$ cat config.mk
export PLATFORM = sky130hd
export DESIGN_NAME = plru_table
export DESIGN_NICKNAME = d
export VERILOG_FILES = /design/src/verilog/plru_table.sv
export SDC_FILE = /design/constraint.sdc
export NUM_CORES = 1
export LEC_CHECK = 0
export BUFFER_PORTS_ARGS = -buffer_cell sky130_fd_sc_hd__buf_2
export CORE_AREA = 4 4 68 70
export CTS_BUF_LIST = sky130_fd_sc_hd__clkbuf_16
export DETAILED_ROUTE_END_ITERATION = 16
export DIE_AREA = 0 0 72 74
export HOLD_SLACK_MARGIN = 0.03
export PLACE_DENSITY = 0.46
export SLEW_MARGIN = 5
export SYNTH_ARGS = -nofsm -noshare
export SYNTH_HDL_FRONTEND = slang
export SYNTH_SLANG_ARGS = --single-unit
$ cat constraint.sdc
create_clock -name i_clk -period 1.92 [get_ports i_clk]
set_input_delay 0.096 -clock i_clk [delete_from_list [all_inputs] [get_ports i_clk]]
set_output_delay 0.096 -clock i_clk [all_outputs]
set_load 0.02 [all_outputs]
$ cat src/verilog/plru_table.sv
`timescale 1ns/100ps

module plru_table #(
	parameter int WORD_PER_LINE = 8,
	parameter int SET_ASSOC = 4,
	parameter int CACHE_SIZE = 1024,
	localparam int SETS = CACHE_SIZE / (WORD_PER_LINE * 4) / SET_ASSOC,
	localparam int INDEX_W = $clog2(SETS),
	localparam int WAY_W = $clog2(SET_ASSOC),
	localparam int LRU_W = SET_ASSOC - 1
) (
	input  logic               i_clk,
	input  logic               i_rst,
	input  logic [INDEX_W-1:0] i_index,
	input  logic               i_hit_upd,
	input  logic [WAY_W-1:0]   i_hit_way,
	input  logic               i_miss_upd,
	output logic [WAY_W-1:0]   o_victim
);

	typedef logic [LRU_W-1:0] lru_t;
	typedef logic [WAY_W-1:0] way_t;

	lru_t [SETS-1:0] lru_q;
	lru_t cur, nxt;
	way_t upd_way;

	assign cur = lru_q[i_index];
	// a miss marks the way just named as victim
	assign upd_way = i_hit_upd ? i_hit_way : o_victim;

	if (SET_ASSOC == 2) begin : g_two
		assign o_victim = ~cur;
		assign nxt = upd_way;
	end else begin : g_four
		always_comb begin
			o_victim = cur[1] ? (cur[0] ? 2'd0 : 2'd1) : (cur[2] ? 2'd2 : 2'd3);
			case (upd_way)
				2'd0: nxt = {cur[2], 2'b00};
				2'd1: nxt = {cur[2], 2'b01};
				2'd2: nxt = {2'b01, cur[0]};
				default: nxt = {2'b11, cur[0]};
			endcase
		end
	end

	always_ff @(posedge i_clk) begin
		if (i_rst) begin
			lru_q <= '0;
		end else if (i_hit_upd || i_miss_upd) begin
			lru_q[i_index] <= nxt;
		end
	end

endmodule

# Word level (Yosys, flattened, before mapping)
# Cells that the tools add are included.
# totals
reg_bits	24
input_bits	9
# op_classes
order_cmp	2
n_eq_ne	2
mux	10
n_reduce_logical	3
# op_table
cell	n
$bwmux 24	1
$bmux 3 s3	1
$demux 3 s3	1
$pmux 3 s3	1
$mux 3	2
$lt 3x4->1 const B	1
$mux 2	2
$ge 3x1->1 const B	1
$eq 2x1->1 const B	1
$eq 2x2->1 const B	1
$logic_not 2->1	1
$mux 1	2
$logic_and 1x1->1	1
$logic_or 1x1->1	1

# Longest topological paths before layout
# logic_depth
word_depth	8
depth_mapped	8

# Worst setup path before layout
# No wires, ideal clock.
# synth_timing
path_kind	reg-to-reg
from	register lru_q[1] in the netlist's numbering
to	register lru_q[0] in the netlist's numbering
setup_time_ns	0.142
arrival_ns	1.511
setup_slack_ns	0.267
path_stages_with_launch	6
path_buffers	0
cell_sequence	dfxtp_1 a22o_1 a211oi_4 xor2_1 a21oi_2 a211oi_1
# synth_between
elab_chain_cells	7
# synth_lines
element	line_no	source
start: declaration	24	lru_t [SETS-1:0] lru_q;
start signal: indexed assignment	51	lru_q[i_index] <= nxt;
$bmux 3 s3 (*)	28	assign cur = lru_q[i_index];
$mux 3 (implied by the code) (*)	28	
$mux 2 (*)	37	o_victim = cur[1] ? (cur[0] ? 2'd0 : 2'd1) : (cur[2] ? 2'd2 : 2'd3);
net o_victim[1]	18	output logic [WAY_W-1:0] o_victim
$mux 2 (*)	30	assign upd_way = i_hit_upd ? i_hit_way : o_victim;
$eq 2x2->1, or another cell as far along	38	case (upd_way)
$pmux 3 s3 (*)	38	
$bwmux 24 (*)	51	
# The timed path passes the listed nets; every way through them passes the cells marked *. The select of a mux whose other input is x is not followed.
# A chain may end at the register's enable or synchronous reset.

# Worst setup path after layout
# layout_timing
from	register lru_q[16] in the netlist's numbering
to	output o_victim[0]
# layout_between
elab_chain_cells	3
# layout_lines
element	line_no
$bmux 3 s3	28
$mux 3 (implied by the code)	28
$mux 2	37
end: declaration	18
# No other way between the ends. The select of a mux whose other input is x is not followed.

==> flow_metrics.tcl <==
set metrics [dict create \
    cp_data_required_time_ns 1.82 \
    ys_warn_count 0 \
    start_util 0.298 \
    final_cells 195 \
    cts_setup_buffers 0 \
    synth_top_area_frac 0.405 \
    synth_most_common_cell "nor2_1" \
    drtPass1Iterations 4 \
    grt_max_degree 25 \
    htreeDepth 1 \
    skew_ns 0.00652 \
    endpoint_kind "output port" \
    yosys-top-cells-count "31 x nor2_1, 24 x dfxtp_1, 18 x mux2i_1" \
    ant_nets 0 \
    path_cells "mux2i_1 > o22ai_1 > a211oi_4 > buf_4 > nor2_1 > a31oi_1 > buf_2" \
    routabilityCongestion 0.917 \
    fin_area_um2 1410 \
    synthFlopType "dfxtp_1" \
    syn_inst 132 \
    num_io_pins 11 \
    area_growth_pct 19.3 \
    first_global_vias 984 \
    detail_route.wl_per_cell_um 14.4 \
    vias 962 \
    synth_nets 141 \
    diodes 0 \
    port_buffers 10 \
    fin_tns_setup_ns 0 \
    clk_latency_ns 0.26 \
    yosysTopAreaCell "dfxtp_1" \
    path_class "reg2out" \
    peakVddDrop_mv 0.408 \
    finalHoldViolations 0 \
    yosysSeqAreaShare 0.405 \
    gr-usage-all-layers 0.118 \
    cts_buffers 3 \
    totalWireLength_um 2820 \
    gr-total-overflow 0 \
    max_cap_viol_count 0 \
    powerDensity_nw_per_um2 927 \
    ys_ff_latch 24 \
    drc_errors 0 \
    grt_first_pass_wirelength_um 4860 \
    vias_per_cell 4.93 \
    dp_cells 191 \
    worst-path-buf-inv 2 \
    synth_cell_types 29 \
    ctsResizeCount 0 \
    status "finished, final reports clean" \
    p_leak_nw 0.520 \
    path_clk_slew_ns 0.07 \
    die-height_um 74 \
    slowest_stage "dfxtp_1" \
    hold_path.class "in2reg" \
    total_power_mw 1.31 \
    die_w_um 72 \
    slew_violations 0 \
    synth_area_leaders "dfxtp_1 41%, mux2i_1 15%, nor2_1 9.8%, a211oi_1 9.5%, a22oi_1 2.5%" \
    slew_headroom 0.680 \
    clkSinkCount 24 \
    dp.final_hpwl_um 2190 \
    arrival_ns 1.70 \
    largestRegisters "lru_q (24)" \
    cts_hold_buffers 0 \
    drive_gt1_frac 0.172 \
    largest_reg_flops 24 \
    synth_edf_count 0 \
    critical_path.top_delay_family "compound AO/OA/AOI/OAI gates" \
    post-route-min-period_ns 1.80 \
    place_area_um2 1310 \
    rsz0062_at_grt "false" \
    async_flop_share 0 \
    final_nets 155 \
    tightest_slew_ns 0.480 \
    netlist_area_um2 1180 \
    dieArea_um2 5330 \
    core-area_um2 3970 \
    critPathMaxStageDelay_ns 0.31 \
    clk_path_buf_depth 2 \
    tritoncts "yes" \
    postSynthAreaPerCell_um2 8.98 \
    start_kind "flip-flop" \
    fin_crit_sh 0.937 \
    cts-root-buf "clkbuf_16" \
    fmax_mhz 556 \
    postLayoutCoreUtil 0.356 \
    rows 23 \
    antenna_found_initial 0 \
    setup-violations-final 0 \
    cp_max_fo 4 \
    drt_iter0_drc 47 \
    top_register "lru_q" \
]
-- path summary, 6_finish.rpt --
kind                                             start                endpoint  slack (ns)  cells after the start
worst max-delay path            lru_q[16]$_SDFFE_PP0P_             o_victim[0]        0.12                      7
worst min-delay path                             i_rst  lru_q[10]$_SDFFE_PP0P_        0.28                      2
worst max register to register  lru_q[16]$_SDFFE_PP0P_  lru_q[18]$_SDFFE_PP0P_        0.24                      6
worst min register to register  lru_q[10]$_SDFFE_PP0P_  lru_q[10]$_SDFFE_PP0P_        0.50                      2
-- where the power goes --
part	switching (mW)	internal [mW]
combinational	0.110	0.0724
sequential	0.0111	0.521
clock	0.183	0.414
total	0.304	1.01
-- cell type report --
cell class,count,area (µm²)
well taps,50,62.6
flip-flops and latches,24,480
clock inverters,1,30.0
clock buffers,3,75.1
multi-input cells,99,654
fillers,432,2560
repair buffers,15,100
inverters,3,11.3
-- cells by family after synthesis --
logic type	Yosys count	share of synthesized area
muxes	19	0.162
AOI/OAI and AO/OA	33	0.212
xor gates and xnor gates	2	0.0148
buffers and inverters	9	0.0422
and+or+nand+nor	45	0.164
DFF	24	0.405
-- cells in the final DEF (no fill, tap or decap), types with 2 or more instances in the layout --
| cell type | n |
|---|---|
| clkbuf_16 | 3 |
| a211oi_1 | 15 |
| nand2b_1 | 2 |
| nor2b_1 | 2 |
| nor2_1 | 31 |
| mux2i_1 | 18 |
| a21oi_2 | 2 |
| nand3b_1 | 2 |
| o21ai_0 | 3 |
| dfxtp_1 | 24 |
| inv_1 | 3 |
| buf_4 | 4 |
| nand2_1 | 4 |
| a22oi_1 | 4 |
| nor3_1 | 2 |
| a21oi_1 | 3 |
| buf_2 | 10 |
-- per-stage QoR --
step	hold slack [ns]	worst slack (ns)
3_5_place_dp	0.488	0.120
2_1_floorplan	0.169	0.267
6_report	0.277	0.121
4_1_cts	0.268	0.101
5_1_grt	0.327	0.00247
3_3_place_gp	0.478	0.159
-- metal layers --
layer | up-vias | part of all wire | global-route usage
met5 | - | 0 | 0
li1 | 502 | - | -
met4 | 0 | 0.0053 | 0.0376
met2 | 10 | 0.47 | 0.190
met1 | 448 | 0.49 | 0.161
met3 | 2 | 0.032 | 0.0216
No activity file was read; power rests on OpenSTA's default activity.
