## config.mk

```make
export PLATFORM = sky130hd
export DESIGN_NAME = tag_array
export DESIGN_NICKNAME = d
export VERILOG_FILES = /design/src/verilog/tag_array.sv
export SDC_FILE = /design/constraint.sdc
export NUM_CORES = 1
export LEC_CHECK = 0
export ABC_AREA = 0
export BUFFER_PORTS_ARGS = -buffer_cell sky130_fd_sc_hd__buf_4
export CELL_PAD_IN_SITES_DETAIL_PLACEMENT = 2
export CELL_PAD_IN_SITES_GLOBAL_PLACEMENT = 2
export CORE_UTILIZATION = 40
export CTS_BUF_LIST = sky130_fd_sc_hd__clkbuf_8
export CTS_CLUSTER_SIZE = 8
export DETAILED_ROUTE_END_ITERATION = 8
export PLACE_DENSITY = 0.78
export SETUP_SLACK_MARGIN = 0.02
export SLEW_MARGIN = 25
export SYNTH_ARGS = -nofsm -noshare
export SYNTH_HDL_FRONTEND = slang
export SYNTH_SLANG_ARGS = --single-unit
```

## constraint.sdc

```tcl
create_clock -name i_clk -period 6.2 [get_ports i_clk]
set_input_delay 0.93 -clock i_clk [delete_from_list [all_inputs] [get_ports i_clk]]
set_output_delay 0.93 -clock i_clk [all_outputs]
set_load 0.005 [all_outputs]
```

## src/verilog/tag_array.sv

```systemverilog
`timescale 1ns/100ps

module tag_array #(
	parameter int WORD_PER_LINE = 8,
	parameter int SET_ASSOC = 4,
	parameter int CACHE_SIZE = 1024,
	localparam int SETS = CACHE_SIZE / (WORD_PER_LINE * 4) / SET_ASSOC,
	localparam int INDEX_W = $clog2(SETS),
	localparam int TAG_W = 32 - INDEX_W - $clog2(WORD_PER_LINE * 4),
	localparam int WAY_W = $clog2(SET_ASSOC)
) (
	input  logic                          i_clk,
	input  logic                          i_rst,
	input  logic [INDEX_W-1:0]            i_raddr,
	input  logic [SET_ASSOC-1:0]          i_wen,
	input  logic [INDEX_W-1:0]            i_waddr,
	input  logic [TAG_W-1:0]              i_wtag,
	input  logic                          i_wvalid,
	input  logic [TAG_W-1:0]              i_addr_tag,
	output logic [SET_ASSOC-1:0]          o_hit,
	output logic [WAY_W-1:0]              o_hit_way,
	output logic [SET_ASSOC-1:0][TAG_W:0] o_tags
);

	typedef logic [TAG_W-1:0] tag_t;
	typedef logic [WAY_W-1:0] way_t;

	typedef struct packed {
		logic valid;
		tag_t tag;
	} tag_entry_t;

	for (genvar w = 0; w < SET_ASSOC; w++) begin : g_way
		tag_entry_t mem [SETS];
		tag_entry_t rd_q;

		// sweep and refill share this port
		always_ff @(posedge i_clk) begin
			if (i_wen[w]) begin
				mem[i_waddr] <= '{valid: i_wvalid, tag: i_wtag};
			end
		end

		always_ff @(posedge i_clk) begin
			if (i_rst) begin
				rd_q <= '0;
			end else begin
				rd_q <= mem[i_raddr];
			end
		end

		assign o_tags[w] = rd_q;
		assign o_hit[w] = rd_q.valid && rd_q.tag == i_addr_tag;
	end

	// at most one way matches
	always_comb begin
		o_hit_way = '0;
		for (int w = 0; w < SET_ASSOC; w++) begin
			if (o_hit[w]) begin
				o_hit_way = way_t'(w);
			end
		end
	end

endmodule
```

---- Word level (Yosys, flattened, before mapping) ----
Memories as Yosys holds them, arrays and structs flattened. A register that Yosys moved wholly into a read port is not among the register bits.
Index checks and enable logic that the tools add are counted.
word-level totals
  output and inout bits ................... 106
  flip-flop bits (word level) ............. 0
  memories kept ........................... 4
  input port bits ......................... 61
  logic and storage cells ................. 23
  memory bits (writable) .................. 800
memory list
  name          words  width  read ports  clocked after memory_dff  wr ports  line  RTL
  g_way[0].mem  8      25     1           1                         1         34    tag_entry_t mem [SETS];
  g_way[1].mem  8      25     1           1                         1         34
  g_way[2].mem  8      25     1           1                         1         34
  g_way[3].mem  8      25     1           1                         1         34
cells by class
  reductions and logical operators ........ 4
  equal/unequal tests ..................... 4
  multiplexer cells ....................... 11
operators by type and width
  operator           number
  == test 24 bit     4
  2-to-1 mux 1 bit   9
  logical AND 1 bit  4
  2-to-1 mux 2 bit   2

---- Longest topological paths before layout ----
  depth in word-level cells ............... 5
  gate-level depth with buffers ........... 5

---- Least setup slack after synthesis ----
No wires, ideal clock.
  path type ............................... input to output
  from .................................... input port i_addr_tag[17]
  to ...................................... output port o_hit_way[1]
  data arrival time ....................... 1.885 ns
  stages on the path ...................... 5
  slack ................................... 3.385 ns
  path through ............................ xor2_1 nor4_1 nand3_1 nor4_4 nand2b_1
on the way
  longest elaborated chain between the ends .. 4
RTL lines
  item                            line  RTL
  start: declaration              19    input logic [TAG_W-1:0] i_addr_tag,
  == test 24 bit                  53    assign o_hit[w] = rd_q.valid && rd_q.tag == i_addr_tag;
  logical AND 1 bit               53
  named net o_hit[2]              20    output logic [SET_ASSOC-1:0] o_hit,
  2-to-1 mux 2 bit (2 in series)  60    if (o_hit[w]) begin
  end: declaration                21    output logic [WAY_W-1:0] o_hit_way,
The timed path passes the listed nets, and every way through them passes these cells.

---- Worst setup path after layout ----
  from .................................... register, netlist name o_tags[8]
  to ...................................... output port o_hit[0]
on the way
  longest elaborated chain between the ends .. 2
RTL lines
  item               line
  == test 24 bit     53
  logical AND 1 bit  53
  end: declaration   20
No other way between the ends.

==> impl_results.md <==
* Rows at 105
* Synthesized Nets at 1610
* Cell Chain, Critical Path: xor2_1 > nor4_1 > nand3_1 > nor4_2 > buf_4
* Tot GR Track Use at 25.4%
* Post-synth EDFFs at 800
* Final Core Density at 47.4%
* I/O Buffers at 166
* Worst setup SP type: register
* Worst EP required at 5.27 ns
* Setup violators final at 0
* Proportion of layout cells with a drive suffix above 1 at 32.3%
* Synthesis warning total at 0
* Clock slew at reported path FFs at 0.06 ns
* CP max-delay cell: nor4_2
* Yosys reg bits at 900
* Overflow after GRT at 0
* Worst path max stage delay at 0.66 ns
* Fin crit period at 4.03 ns
* Register area share after synthesis at 77.6%
* ANT nets after route at 0
* First-pass GRT wire length at 149000 um
* Final setup TNS at 0 ns
* Clock buffer depth at 3
* Pwr per Cell Area at 331 nW/um2
* Crit path kind: register to primary output
* Synth area leaders: edfxtp_1 (72%), mux4_2 (13%), dfxtp_1 (6.0%)
* Worst R2R Setup Slack at 4.77 ns
* Core ar. at 82500 um2
* RSZ-0062 raised after global routing: false
* F_max at 248 MHz
* Buf/Inv on CP at 1
* Worst-margin pin slew at 1.05 ns
* Reg2Reg Depth at 3
* Final hold vios at 0
* H-tree levels at 4
* Fraction of registers with async set/reset at 0%
* Slew headroom at 29.9%
* Post-CTS sizing at 0
* Cell Area, Synth at 33600 um2
* Critical Path End: o_hit[0]
* CTS Sinks at 900
* WL final at 107000 um
* CTS tree: yes
* Largest net degree at the start of global routing at 155
* Final period util at 65.0%
* CP top delay family: simple AND/OR/NAND/NOR gates
* Slew Limit Fails at 0
* Skew final at 0.0279 ns
* GPL Wtd Cong at 0.818
* Pleak at 13.5 nW
* # IOs at 167
* Top cell type's share of synthesized area at 71.6%
* Post-CTS Setup Repair Bufs at 0
* Drt via density at 5.73
* Worst vdd ir at 0.185 mV
* Worst setup path start: o_tags[8]
* Outcome: finished clean
* Starting Density at 40.7%
* CP arrival at 3.10 ns
* Die Height at 292 um
* Top_reg_cell synth: edfxtp_1
* Die area at 85100 um2
* Max-Cap Viols at 0
* Worst Setup End Kind: primary output
* Num CTS Buffers at 151
* DRC marker count from the first detailed-route iteration at 1702
* Root buf cell: clkbuf_8
* Stages on the worst setup path at 5
* Synth-to-layout area growth at 16.6%
* Syn_area_per_cell at 21.7 um2
* Later-pin clock latency in the skew report at 0.81 ns
* DP HPWL at 64800 um
* Worst r2r dst: o_tags[60]
* Initial DRT Pass Iterations at 5
* # nets final at 1902
* Cells after Synth at 1549
* Commonest non-fill, non-tap cell in the layout: edfxtp_1
* Yosys top cell by area: edfxtp_1
* Post-DR wirelength/cell at 35.0 um
* Commonest non-fill, non-tap cells in the layout: edfxtp_1 (800), mux4_2 (200), buf_4 (200), clkbuf_8 (170)
* Reg2Reg Launch Point: g_way[2].mem[2][10]
* CTS Hold Bufs at 0
* Worst-path fanout max at 2
* Initial antenna violation count at 3
* Total number of vias at 17400
* Hold Crit Class: primary input to register
* Drc violations at 0
* Distinct cells, synth at 23
* Vias in the first global route at 19200
* Die W at 292 um
flip-flops by register name, summed over array words and instances (netlist names):
register / cells
o_tags: 100
g_way.mem: 800
cell usage after synthesis, types with 7 or more instances:
cell and number:
dfxtp_1 100, nand2b_1 7, buf_1 11, xnor2_1 32, mux2i_1 100, nor2_1 132, mux4_2 200, clkbuf_1 18
edfxtp_1 800, nand2_1 7, nor4_1 15, xor2_1 64, buf_4 20, buf_2 20
area by class of cell:
| cell class | count | area [um2] |
|---|---|---|
| fillers | 7238 | 43400 |
| flip-flops and latches | 900 | 26000 |
| multi-input cells | 579 | 7250 |
| clock buffers | 169 | 2330 |
| repair buffers | 208 | 1650 |
| well taps | 1070 | 1340 |
| clock inverters | 109 | 519 |
| diodes | 3 | 7.51 |
| inverters | 1 | 3.75 |
power breakdown:
part	total [W]	internal [W]	switching (W)
sequential	0.00703	0.00684	0.000195
clock	0.00506	0.00255	0.00250
combinational	0.000851	0.000356	0.000495
worst min path at each step:
stage / slack, ns / end / startpoint / cells past startpoint
finish: 0.53 / o_tags[38] / i_rst / 2
global placement: 0.67 / o_tags[2] / g_way[0].mem[2][2] / 3
global route: 0.52 / o_tags[41] / i_rst / 2
detailed placement: 0.69 / o_tags[41] / g_way[1].mem[7][16] / 3
CTS: 0.49 / o_tags[34] / i_rst / 2
floorplan: 0.66 / o_tags[0] / g_way[0].mem[2][0] / 3
worst reg2reg max path, delay by kind of cell, from the launching register on:
| kind | cells | cell delay (ns) |
|---|---|---|
| flip-flops | 1 | 0.39 |
| multiplexers | 2 | 0.80 |
| AND/OR/NAND/NOR | 1 | 0.08 |
metal layers:
metal / track usage [%] / share of wire, %
met5: 0 / 0.014
met4: 7.78 / 2.5
met3: 6.33 / 7.9
met2: 43.3 / 51
met1: 31.9 / 39
logic make-up (layout without fill, tap and decap cells):
| group | Yosys count | count (layout) | synth area share [%] |
|---|---|---|---|
| flops | 900 | 900 | 77.6 |
| xor+xnor | 96 | 96 | 2.51 |
| simple gates | 182 | 182 | 2.42 |
| mux | 300 | 300 | 16.4 |
| other cells | 0 | 3 | 0 |
| buf+inv | 70 | 487 | 1.08 |
| compound gates | 1 | 1 | 0.0261 |
stage by stage:
step                setup WS (ns)  instance area [um2]  hold WS, ns  total power [W]  cells
floorplan                    3.38                33600        0.660          0.00747   1549
global placement             2.54                36200        0.671          0.00791   2756
detailed placement           2.42                36200        0.694          0.00801   2756
CTS                          2.09                39100        0.486           0.0130   3034
global route                 2.12                39100        0.520           0.0133   3037
finish                       2.17                39100        0.528           0.0129   3039
(Power assumes the default switching activity.)
