**src/verilog/dcache_pkg.sv**
```systemverilog
package dcache_pkg;

	// one data or address word
	typedef logic [31:0] word_t;

	// store byte enables, all zero for a load
	typedef logic [3:0] byte_en_t;

	// burst length minus one
	typedef logic [7:0] burst_len_t;

	// line read request, address is line aligned
	typedef struct packed {
		word_t      addr;
		burst_len_t len;
	} mem_read_req_t;

	// streamed read response, one word per valid cycle
	typedef struct packed {
		logic  valid;
		logic  last;
		word_t data;
	} mem_read_resp_t;

	// line write-back request, data travels beside it
	typedef struct packed {
		word_t      addr;
		burst_len_t len;
	} mem_write_req_t;

	// cache controller states
	typedef enum logic [2:0] {
		INVALIDATING,
		IDLE,
		RECEIVING,
		WRITE_WAITING,
		REFILL,
		REPLAY
	} ctrl_state_t;

endpackage

```
**src/verilog/refill_buffer.sv**
```systemverilog
`timescale 1ns/100ps

module refill_buffer #(
	parameter int WORD_PER_LINE = 8,
	localparam int WORD_W = $clog2(WORD_PER_LINE)
) (
	input  logic                                  i_clk,
	input  logic                                  i_rst,
	input  logic                                  i_start,
	input  dcache_pkg::mem_read_resp_t            i_resp,
	output dcache_pkg::word_t [WORD_PER_LINE-1:0] o_line,
	output logic                                  o_done
);

	typedef logic [WORD_W-1:0] word_sel_t;

	word_sel_t cnt_q;

	// words arrive in order from word 0, gaps allowed
	always_ff @(posedge i_clk) begin
		if (i_rst) begin
			cnt_q <= '0;
			o_done <= 1'b0;
		end else begin
			o_done <= i_resp.valid && i_resp.last;
			if (i_start) begin
				cnt_q <= '0;
			end else if (i_resp.valid) begin
				cnt_q <= cnt_q + 1'b1;
			end
		end
	end

	always_ff @(posedge i_clk) begin
		if (i_resp.valid) begin
			o_line[cnt_q] <= i_resp.data;
		end
	end

endmodule

```
**config.mk**
```make
export PLATFORM = sky130hd
export DESIGN_NAME = refill_buffer
export DESIGN_NICKNAME = d
export VERILOG_FILES = /design/src/verilog/dcache_pkg.sv /design/src/verilog/refill_buffer.sv
export SDC_FILE = /design/constraint.sdc
export NUM_CORES = 1
export LEC_CHECK = 0
export ABC_AREA = 1
export CORE_AREA = 2 2 103 205
export CTS_BUF_LIST = sky130_fd_sc_hd__clkbuf_8
export CTS_CLUSTER_SIZE = 40
export DETAILED_ROUTE_END_ITERATION = 8
export DIE_AREA = 0 0 105 207
export DONT_BUFFER_PORTS = 1
export GPL_ROUTABILITY_DRIVEN = 0
export GPL_TIMING_DRIVEN = 1
export SLEW_MARGIN = 20
export SYNTH_ARGS = -nofsm -noshare
export SYNTH_HDL_FRONTEND = slang
export SYNTH_SLANG_ARGS = --single-unit
export TNS_END_PERCENT = 1
```
**constraint.sdc**
```tcl
create_clock -name i_clk -period 4.4 [get_ports i_clk]
set_input_delay 0 -clock i_clk [delete_from_list [all_inputs] [get_ports i_clk]]
set_output_delay 0 -clock i_clk [all_outputs]
set_load 0.02 [all_outputs]
```
==> Word level (Yosys, flattened, before mapping) <==
Index checks and enable logic that the tools add are counted.
{ "word_totals": {"out_inout_bits": 257, "inputBits": 37, "reg_bits": 260, "word_cells": 19} }
{ "op_classes": {"n_lt_le_gt_ge": 2, "n_reduce_logical": 3, "muxes": 3, "add_sub_neg": 1} }
{ "ops": {"columns": ["operator", "n"], "rows": [
  ["256-bit bitwise mux", 1],
  ["32-bit demux with 3-bit select", 1],
  ["32-bit 2-to-1 mux", 1],
  ["3-bit by 4-bit < comparator with 1-bit output, second input constant", 1],
  ["3-bit by 1-bit adder with 3-bit output, second input constant", 1],
  ["3-bit by 1-bit >= comparator with 1-bit output, second input constant", 1],
  ["1-bit logical AND", 2],
  ["2-bit OR reduction", 1]
]} }

==> Depth between registers and ports, before layout <==
Gate-level depths: netlist (run 1).
{ "logic_depth": {"depth_word": 5, "ltp_mapped": 5, "depth_no_buf": 5} }

==> Worst setup path after synthesis (run 1) <==
OpenSTA, ideal clock, no wires.
{ "synth_path": {"kind": "reg-to-reg", "from": "register, netlist name cnt_q[0]", "to": "register o_line[32] in the netlist's numbering, enable pin", "period_less_slack_ns": 2.280, "required_time_ns": 3.979, "path_slack_ns": 2.120, "stages_incl_launch_ff": 3, "arrival_time_ns": 1.858, "setup_time_ns": 0.421, "cell_sequence": "dfxtp_1 -> nand2_4 -> nor2_1"} }
{ "synth_rtl": {"columns": ["item", "line_no", "rtl"], "rows": [
  ["end signal: indexed assignment", "refill_buffer.sv:36", "o_line[cnt_q] <= i_resp.data;"],
  ["end: declaration", "refill_buffer.sv:11", "output dcache_pkg::word_t [WORD_PER_LINE-1:0] o_line,"]
]} }

==> Worst setup path in the final report (run 1) <==
{ "layout_path": {"from": "register cnt_q[0]", "to": "register cnt_q[0]"} }
{ "layout_via": {"elab_chain_len": 1} }
{ "layout_lines": {"columns": ["item", "line_no", "rtl"], "rows": [
  ["start: declaration", "refill_buffer.sv:17", "word_sel_t cnt_q;"],
  ["start signal: assignment", "refill_buffer.sv:29", "cnt_q <= cnt_q + 1'b1;"],
  ["3-bit by 1-bit adder with 3-bit output", "refill_buffer.sv:29", null]
]} }
Every way passes these cells.
A chain may end at the register's enable or synchronous reset.

==> impl_metrics.toml, run 1 <==
[placed_design]
io_buffers = 0
place_hpwl_um = 9070
placed_area_um2 = 8330
place_ws_ns = 2.42
dp_cells = 559

[clocking]
clock-sinks = 260
htree_levels = 1
cts_tree = "built"
cts_buffer_depth = 3
clockRootBuffer = "clkbuf_8"
worstSkewPairLatency_ns = 0.55
cts_resized = 0
post_cts_buffers = 0
cts_buffers = 31
cts_hold_buf = 38
clk_pin_slew_ns = 0.07

[floorplan]
die_x_um = 105
boundaryPins = 294
die-area_um2 = 21700
start_util_pct = 39.4
coreArea_um2 = 20200
row_count = 74
die_y_um = 207

[final_layout]
n_antenna_cell = 0
final_net_count = 410
syn2layout_area_growth_pct = 19.8
fin_area_um2 = 9530
final_util_pct = 47.2
final_cells = 661
drive_above_1_share_pct = 16.7

[worst_setup_path]
crit_type = "reg -> reg"
critPathArrivalTime_ns = 2.39
worst_setup_path_end_kind = "register"
crit_fanout = 5
cp.required_ns = 4.84
crit_path_start_kind = "register"
r2r_setup_slack_ns = 2.45

[routing]
dr.first_iter.drc_count = 139
ant_nets = 0
drt_first_pass_iters = 4
dr_total_vias = 3260
vias_per_cell = 4.93
routed_wl_um = 16000
avgRoutedWirePerCell_um = 24.3
drc = 0

[global_route]
grt_pass1_vias = 3341
grt_first_pass_wirelength_um = 21900
met1_usage_pct = 13.6
met2_usage_pct = 23.9
grt_util_met3_pct = 6.64
antenna_found_initial = 0
grt_overflow = 0
grt_max_degree = 33
grt_use_total_pct = 13.7
gr-max-usage-layer = "met2"

[sta]
max_freq_mhz = 514
final.setup_skew_ns = 0.00722
rsz0062_at_grt = "false"
final_hold_viol_count = 0
worst_slew_pin_slew_ns = 1.07
slew_viol_final = 0
setup_slack_ns = 2.45
finalCritPeriodShare_pct = 44.2
setup_viol = 0
setup_tns_ns = 0
min_period_ns = 1.95
slew_headroom_pct = 28.4

[synthesis]
synthCells = 294
syn_area_per_cell_um2 = 27.0
synth-seq-cells = 260
ys_types = 13
synth_seq_area_share_pct = 97.7
syn_area_um2 = 7950
syn_nets = 332
yosysWarnings = 0

[power_and_ir_drop]
clockPowerShare_pct = 36.2
powerDensity_nw_per_um2 = 478
switching_share_pct = 20.2
p_int_w = 0.00364
ir_worst_vdd_mv = 0.247
p_switching_w = 0.000919
p_leak_nw = 3.00
comb_power_share_pct = 2.1
p_seq_share_pct = 61.7

[run_status]
status = "completed"

[run]
max_cap_violations = 0

[worst_hold_path]
hold_path.class = "in -> reg"
## cells in the final DEF (no fill, tap or decap)
cell type      netlist  layout
nor2_4               0       8
nand2_4              1       1
clkinv_2             0       5
inv_1                4       8
edfxtp_1           256     256
dfxtp_1              4       4
clkinvlp_4           0       5
a21oi_1              1       1
nor2_1              10       4
nand2_1              8       8
buf_12               0       2
clkinv_4             0       1
ha_1                 1       1
nor2_8               1       1
clkbuf_8             0      31
nor2_2               4       2
nand2_2              2       2
dlygate4sd3_1        0      39
bufinv_16            0       3
nand3_1              1       1
clkinv_1             0       7
buf_16               0       5
## stage by stage
| stage | hold WS, ns | power, W |
|---|---|---|
| 6_report | 0.128 | 0.00456 |
| 5_1_grt | 0.106 | 0.00471 |
| 4_1_cts | 0.0586 | 0.00459 |
| 3_5_place_dp | 0.0797 | 0.00290 |
| 3_3_place_gp | 0.0774 | 0.00290 |
| 2_1_floorplan | 0.0716 | 0.00288 |
## critical path, cell delays in order (launching register included)
cell and delay [ns]:
dfxtp_1 0.44, nand2_4 0.14, nand2_2 0.09, dlygate4sd3_1 0.57, nor2_2 0.04, dlygate4sd3_1 0.56
## synthesized netlist by cell type
cell type	n	area, µm²
edfxtp_1	256	7690
nor2_2	4	25.0
buf_6	1	11.3
inv_1	4	15.0
nand2_1	8	30.0
nor2_8	1	20.0
a21oi_1	1	5.00
nand2_4	1	11.3
dfxtp_1	4	80.1
nand3_1	1	5.00
nor2_1	10	37.5
nand2_2	2	12.5
ha_1	1	12.5
## routing by layer
metal / share of wire, % / vias up
li1: - / 1331
met3: 12 / 29
met2: 51 / 278
met1: 34 / 1622
met5: 0 / -
met4: 2.8 / 0
## worst paths after layout
kind,cells past startpoint,start,to
hold reg to reg,2,cnt_q[1],cnt_q[1]
hold / removal,3,i_resp[33],o_done
setup reg to reg,5,cnt_q[0],cnt_q[0]
setup / recovery,5,cnt_q[0],cnt_q[0]
## registers in the layout (all words and copies together), names as in the netlist
register / count
o_line: 256
cnt_q: 3
o_done: 1
## cell families (layout without fill, tap and decap cells)
family                     count (synthesis)  in the layout  synth area share [%]
DFF                                      260            260                  97.7
and+or+nand+nor                           27             27                  1.78
buffers and inverters                      5            106                 0.330
adders and majority gates                  1              1                 0.157
AOI/OAI and AO/OA                          1              1                0.0629
## power groups by stage
| stage | sequential [W] | clock [W] | combinational, W |
|---|---|---|---|
| after CTS | 0.00281 | 0.00169 | 0.0000886 |
| final | 0.00281 | 0.00165 | 0.0000974 |
| after detailed placement | 0.00287 | 0 | 0.0000321 |
| after global placement | 0.00287 | 0 | 0.0000296 |
| after floorplan | 0.00286 | 0 | 0.0000196 |
| after global routing | 0.00281 | 0.00180 | 0.000105 |
## layout make-up
class	count	area (µm²)
Fill cell	1683	10700
Tap cell	266	333
Clock inverter	25	203
Inverter	4	15.0
Sequential cell	260	7770
Clock buffer	31	427
Timing Repair Buffer	46	568
Multi-Input combinational cell	29	214
No activity file was read; power rests on OpenSTA's default activity.
==> run 2, diff against run 1 <==
--- a/config.mk
+++ b/config.mk
@@ -5,12 +5,12 @@
 export SDC_FILE = /design/constraint.sdc
 export NUM_CORES = 1
 export LEC_CHECK = 0
-export ABC_AREA = 1
-export CORE_AREA = 2 2 103 205
+export ABC_AREA = 0
+export CORE_AREA = 2 2 103 204
 export CTS_BUF_LIST = sky130_fd_sc_hd__clkbuf_8
 export CTS_CLUSTER_SIZE = 40
 export DETAILED_ROUTE_END_ITERATION = 8
-export DIE_AREA = 0 0 105 207
+export DIE_AREA = 0 0 105 206
 export DONT_BUFFER_PORTS = 1
 export GPL_ROUTABILITY_DRIVEN = 0
 export GPL_TIMING_DRIVEN = 1
==> constraint.sdc (replaced) <==
create_clock -name i_clk -period 1.7 [get_ports i_clk]
set_input_delay 0 -clock i_clk [delete_from_list [all_inputs] [get_ports i_clk]]
set_output_delay 0 -clock i_clk [all_outputs]
set_load 0.02 [all_outputs]
==> impl_metrics.toml, run 2 <==
[run]
max_cap_violations = 0

[sta]
final_hold_viol_count = 0
whs_ns = 0.128
min_period_ns = 1.52
max_freq_mhz = 656
setup_slack_ns = 0.176
setup_viol = 0
slew_viol_final = 0
final.setup_skew_ns = 0.0186
slew_headroom_pct = 73.9
rsz0062_at_grt = "false"
finalCritPeriodShare_pct = 89.7
worst_slew_pin_slew_ns = 0.390

[final_layout]
syn2layout_area_growth_pct = 20.9
final_net_count = 407
largest_register_ff_count = 256
drive_above_1_share_pct = 18.6
reg.largest.list = "o_line (256), cnt_q (3), o_done (1)"
regMostFlops = "o_line"
n_antenna_cell = 0
layout_common_cells = "edfxtp_1 (256), dlygate4sd3_1 (36), clkbuf_8 (31)"
final_common_cell = "edfxtp_1"
final_util_pct = 47.4

[synthesis]
synthCells = 284
synth_xor_area_share_pct = 0.111
yosysMostFrequentCell = "edfxtp_1"
synth_edf_count = 256
ys_types = 13
synth.area.top_cells = "edfxtp_1 (97%), dfxtp_1 (1.0%), nor2_1 (0.33%), nor3_1 (0.25%), nand2b_1 (0.24%)"
syn_area_per_cell_um2 = 27.9
synth_seq_area_share_pct = 98.1
async_flop_share_pct = 0
yosysWarnings = 0
ys_top_cells_by_count = "edfxtp_1 (256), nor2_1 (7), dfxtp_1 (4), nor3_1 (4)"
synth-seq-cells = 260
muxShareOfSynthArea_pct = 0.126
synth_compound_area_share_pct = 0.284
syn_area_um2 = 7920
synth_top_flop_cell = "edfxtp_1"
synth-adder-area-share_pct = 0.158
yosys.area.top_type_share_pct = 97.1
synth_area_leader_cell = "edfxtp_1"
synthSimpleGateAreaFrac_pct = 1.06
synth_top_family_by_area = "simple AND/OR/NAND/NOR gates"
syn_nets = 322

[floorplan]
row_count = 74
start_util_pct = 39.2
die-area_um2 = 21600
die_y_um = 206
die_x_um = 105
coreArea_um2 = 20200
boundaryPins = 294

[placed_design]
place_hpwl_um = 10800
io_buffers = 0
place_ws_ns = 0.194

[global_route]
met2_usage_pct = 25.8
grt_max_degree = 19
grt_first_pass_wirelength_um = 23400
antenna_found_initial = 0
grt_use_total_pct = 15.0
gr-max-usage-layer = "met2"
grt_util_met3_pct = 8.07
met1_usage_pct = 14.9
grt_overflow = 0
grt_pass1_vias = 3335

[routing]
avgRoutedWirePerCell_um = 25.5
drt_first_pass_iters = 4
drc = 0
ant_nets = 0
routed_wl_um = 16800
dr_total_vias = 3234
dr.first_iter.drc_count = 130
vias_per_cell = 4.91

[worst_setup_path]
worst_setup_path_end_kind = "register"
crit_path_start_kind = "register"
critPathArrivalTime_ns = 1.77
cp.required_ns = 1.95
crit_fanout = 14
crit_type = "reg -> reg"

[clocking]
cts_buffer_depth = 3
cts_resized = 0
cts_buffers = 31
clock-sinks = 260
htree_levels = 1
cts_tree = "built"
clockRootBuffer = "clkbuf_8"
worstSkewPairLatency_ns = 0.57
clk_pin_slew_ns = 0.07

[worst_hold_path]
hold_path.class = "in -> reg"

[power_and_ir_drop]
p_leak_nw = 3.02
powerDensity_nw_per_um2 = 1250
total_power_w = 0.0119
ir_worst_vdd_mv = 0.568

[run_status]
status = "completed"
-- run 2: cell types whose count changed after synthesis, sizes merged --
| cell | change |
|---|---|
| a211oi | +1 |
| a21bo | +1 |
| a21oi | -1 |
| inv | -4 |
| mux2i | +1 |
| nand2 | -8 |
| nand2b | +3 |
| nand3 | -1 |
| nand3b | +1 |
| nor2 | -8 |
| nor3 | +4 |
| xnor2 | +1 |
-- run 2: worst paths after layout --
| check | startpoint | to | slack, ns | cells after the start |
|---|---|---|---|---|
| setup / recovery | cnt_q[0] | o_line[165] | 0.18 | 3 |
| hold / removal | i_resp[32] | o_done | 0.13 | 3 |
| setup reg to reg | cnt_q[0] | o_line[165] | 0.18 | 3 |
| hold reg to reg | cnt_q[2] | cnt_q[2] | 0.58 | 2 |
-- run 2: cells by family after synthesis --
| kind of cell | after synthesis |
|---|---|
| AO/OA/AOI/OAI | 2 |
| XOR/XNOR | 1 |
| adder cells (fa/ha/maj) | 1 |
| buffers and inverters | 1 |
| flip-flops | 260 |
| multiplexers | 1 |
| AND/OR/NAND/NOR | 18 |
-- run 2: worst max-delay path, stage by stage (launching register included) --
cell	delay [ns]
dfxtp_1	0.55
nand2b_1	0.21
nor2_4	0.16
buf_4	0.27
-- run 2: per-stage QoR --
stage / setup TNS, ns / area, µm² / cells
after global placement: 0 / 8550 / 566
after detailed placement: 0 / 8550 / 566
after global routing: 0 / 9570 / 658
final: 0 / 9570 / 658
after floorplan: -37.49 / 7960 / 284
after CTS: 0 / 9570 / 658
-- run 2: report_power, final --
group	internal (W)	total [W]	leakage, nW	switching, W
combinational	0.0000764	0.000223	0.317	0.000147
clock	0.00234	0.00445	0.344	0.00211
sequential	0.00713	0.00725	2.36	0.000122
-- run 2: final cells by class --
type	count	area, µm²
multi-input combinational	23	213
clock buffer	31	427
sequential	260	7770
timing repair buffer	53	601
clock inverter	25	226
fill	1689	10600
tap	266	333
-- run 2: repair_timing --
item | CTS | global route
hold buffers | 36 | 0
buffers inserted | 0 | 0
endpoints found under the hold margin | 374 | 0
-- run 2: per-layer routing --
metal / routed length (µm) / share of wire, %
met1: 5640 / 34
met2: 8340 / 50
met3: 2330 / 14
met4: 467 / 2.8
met5: 0 / 0
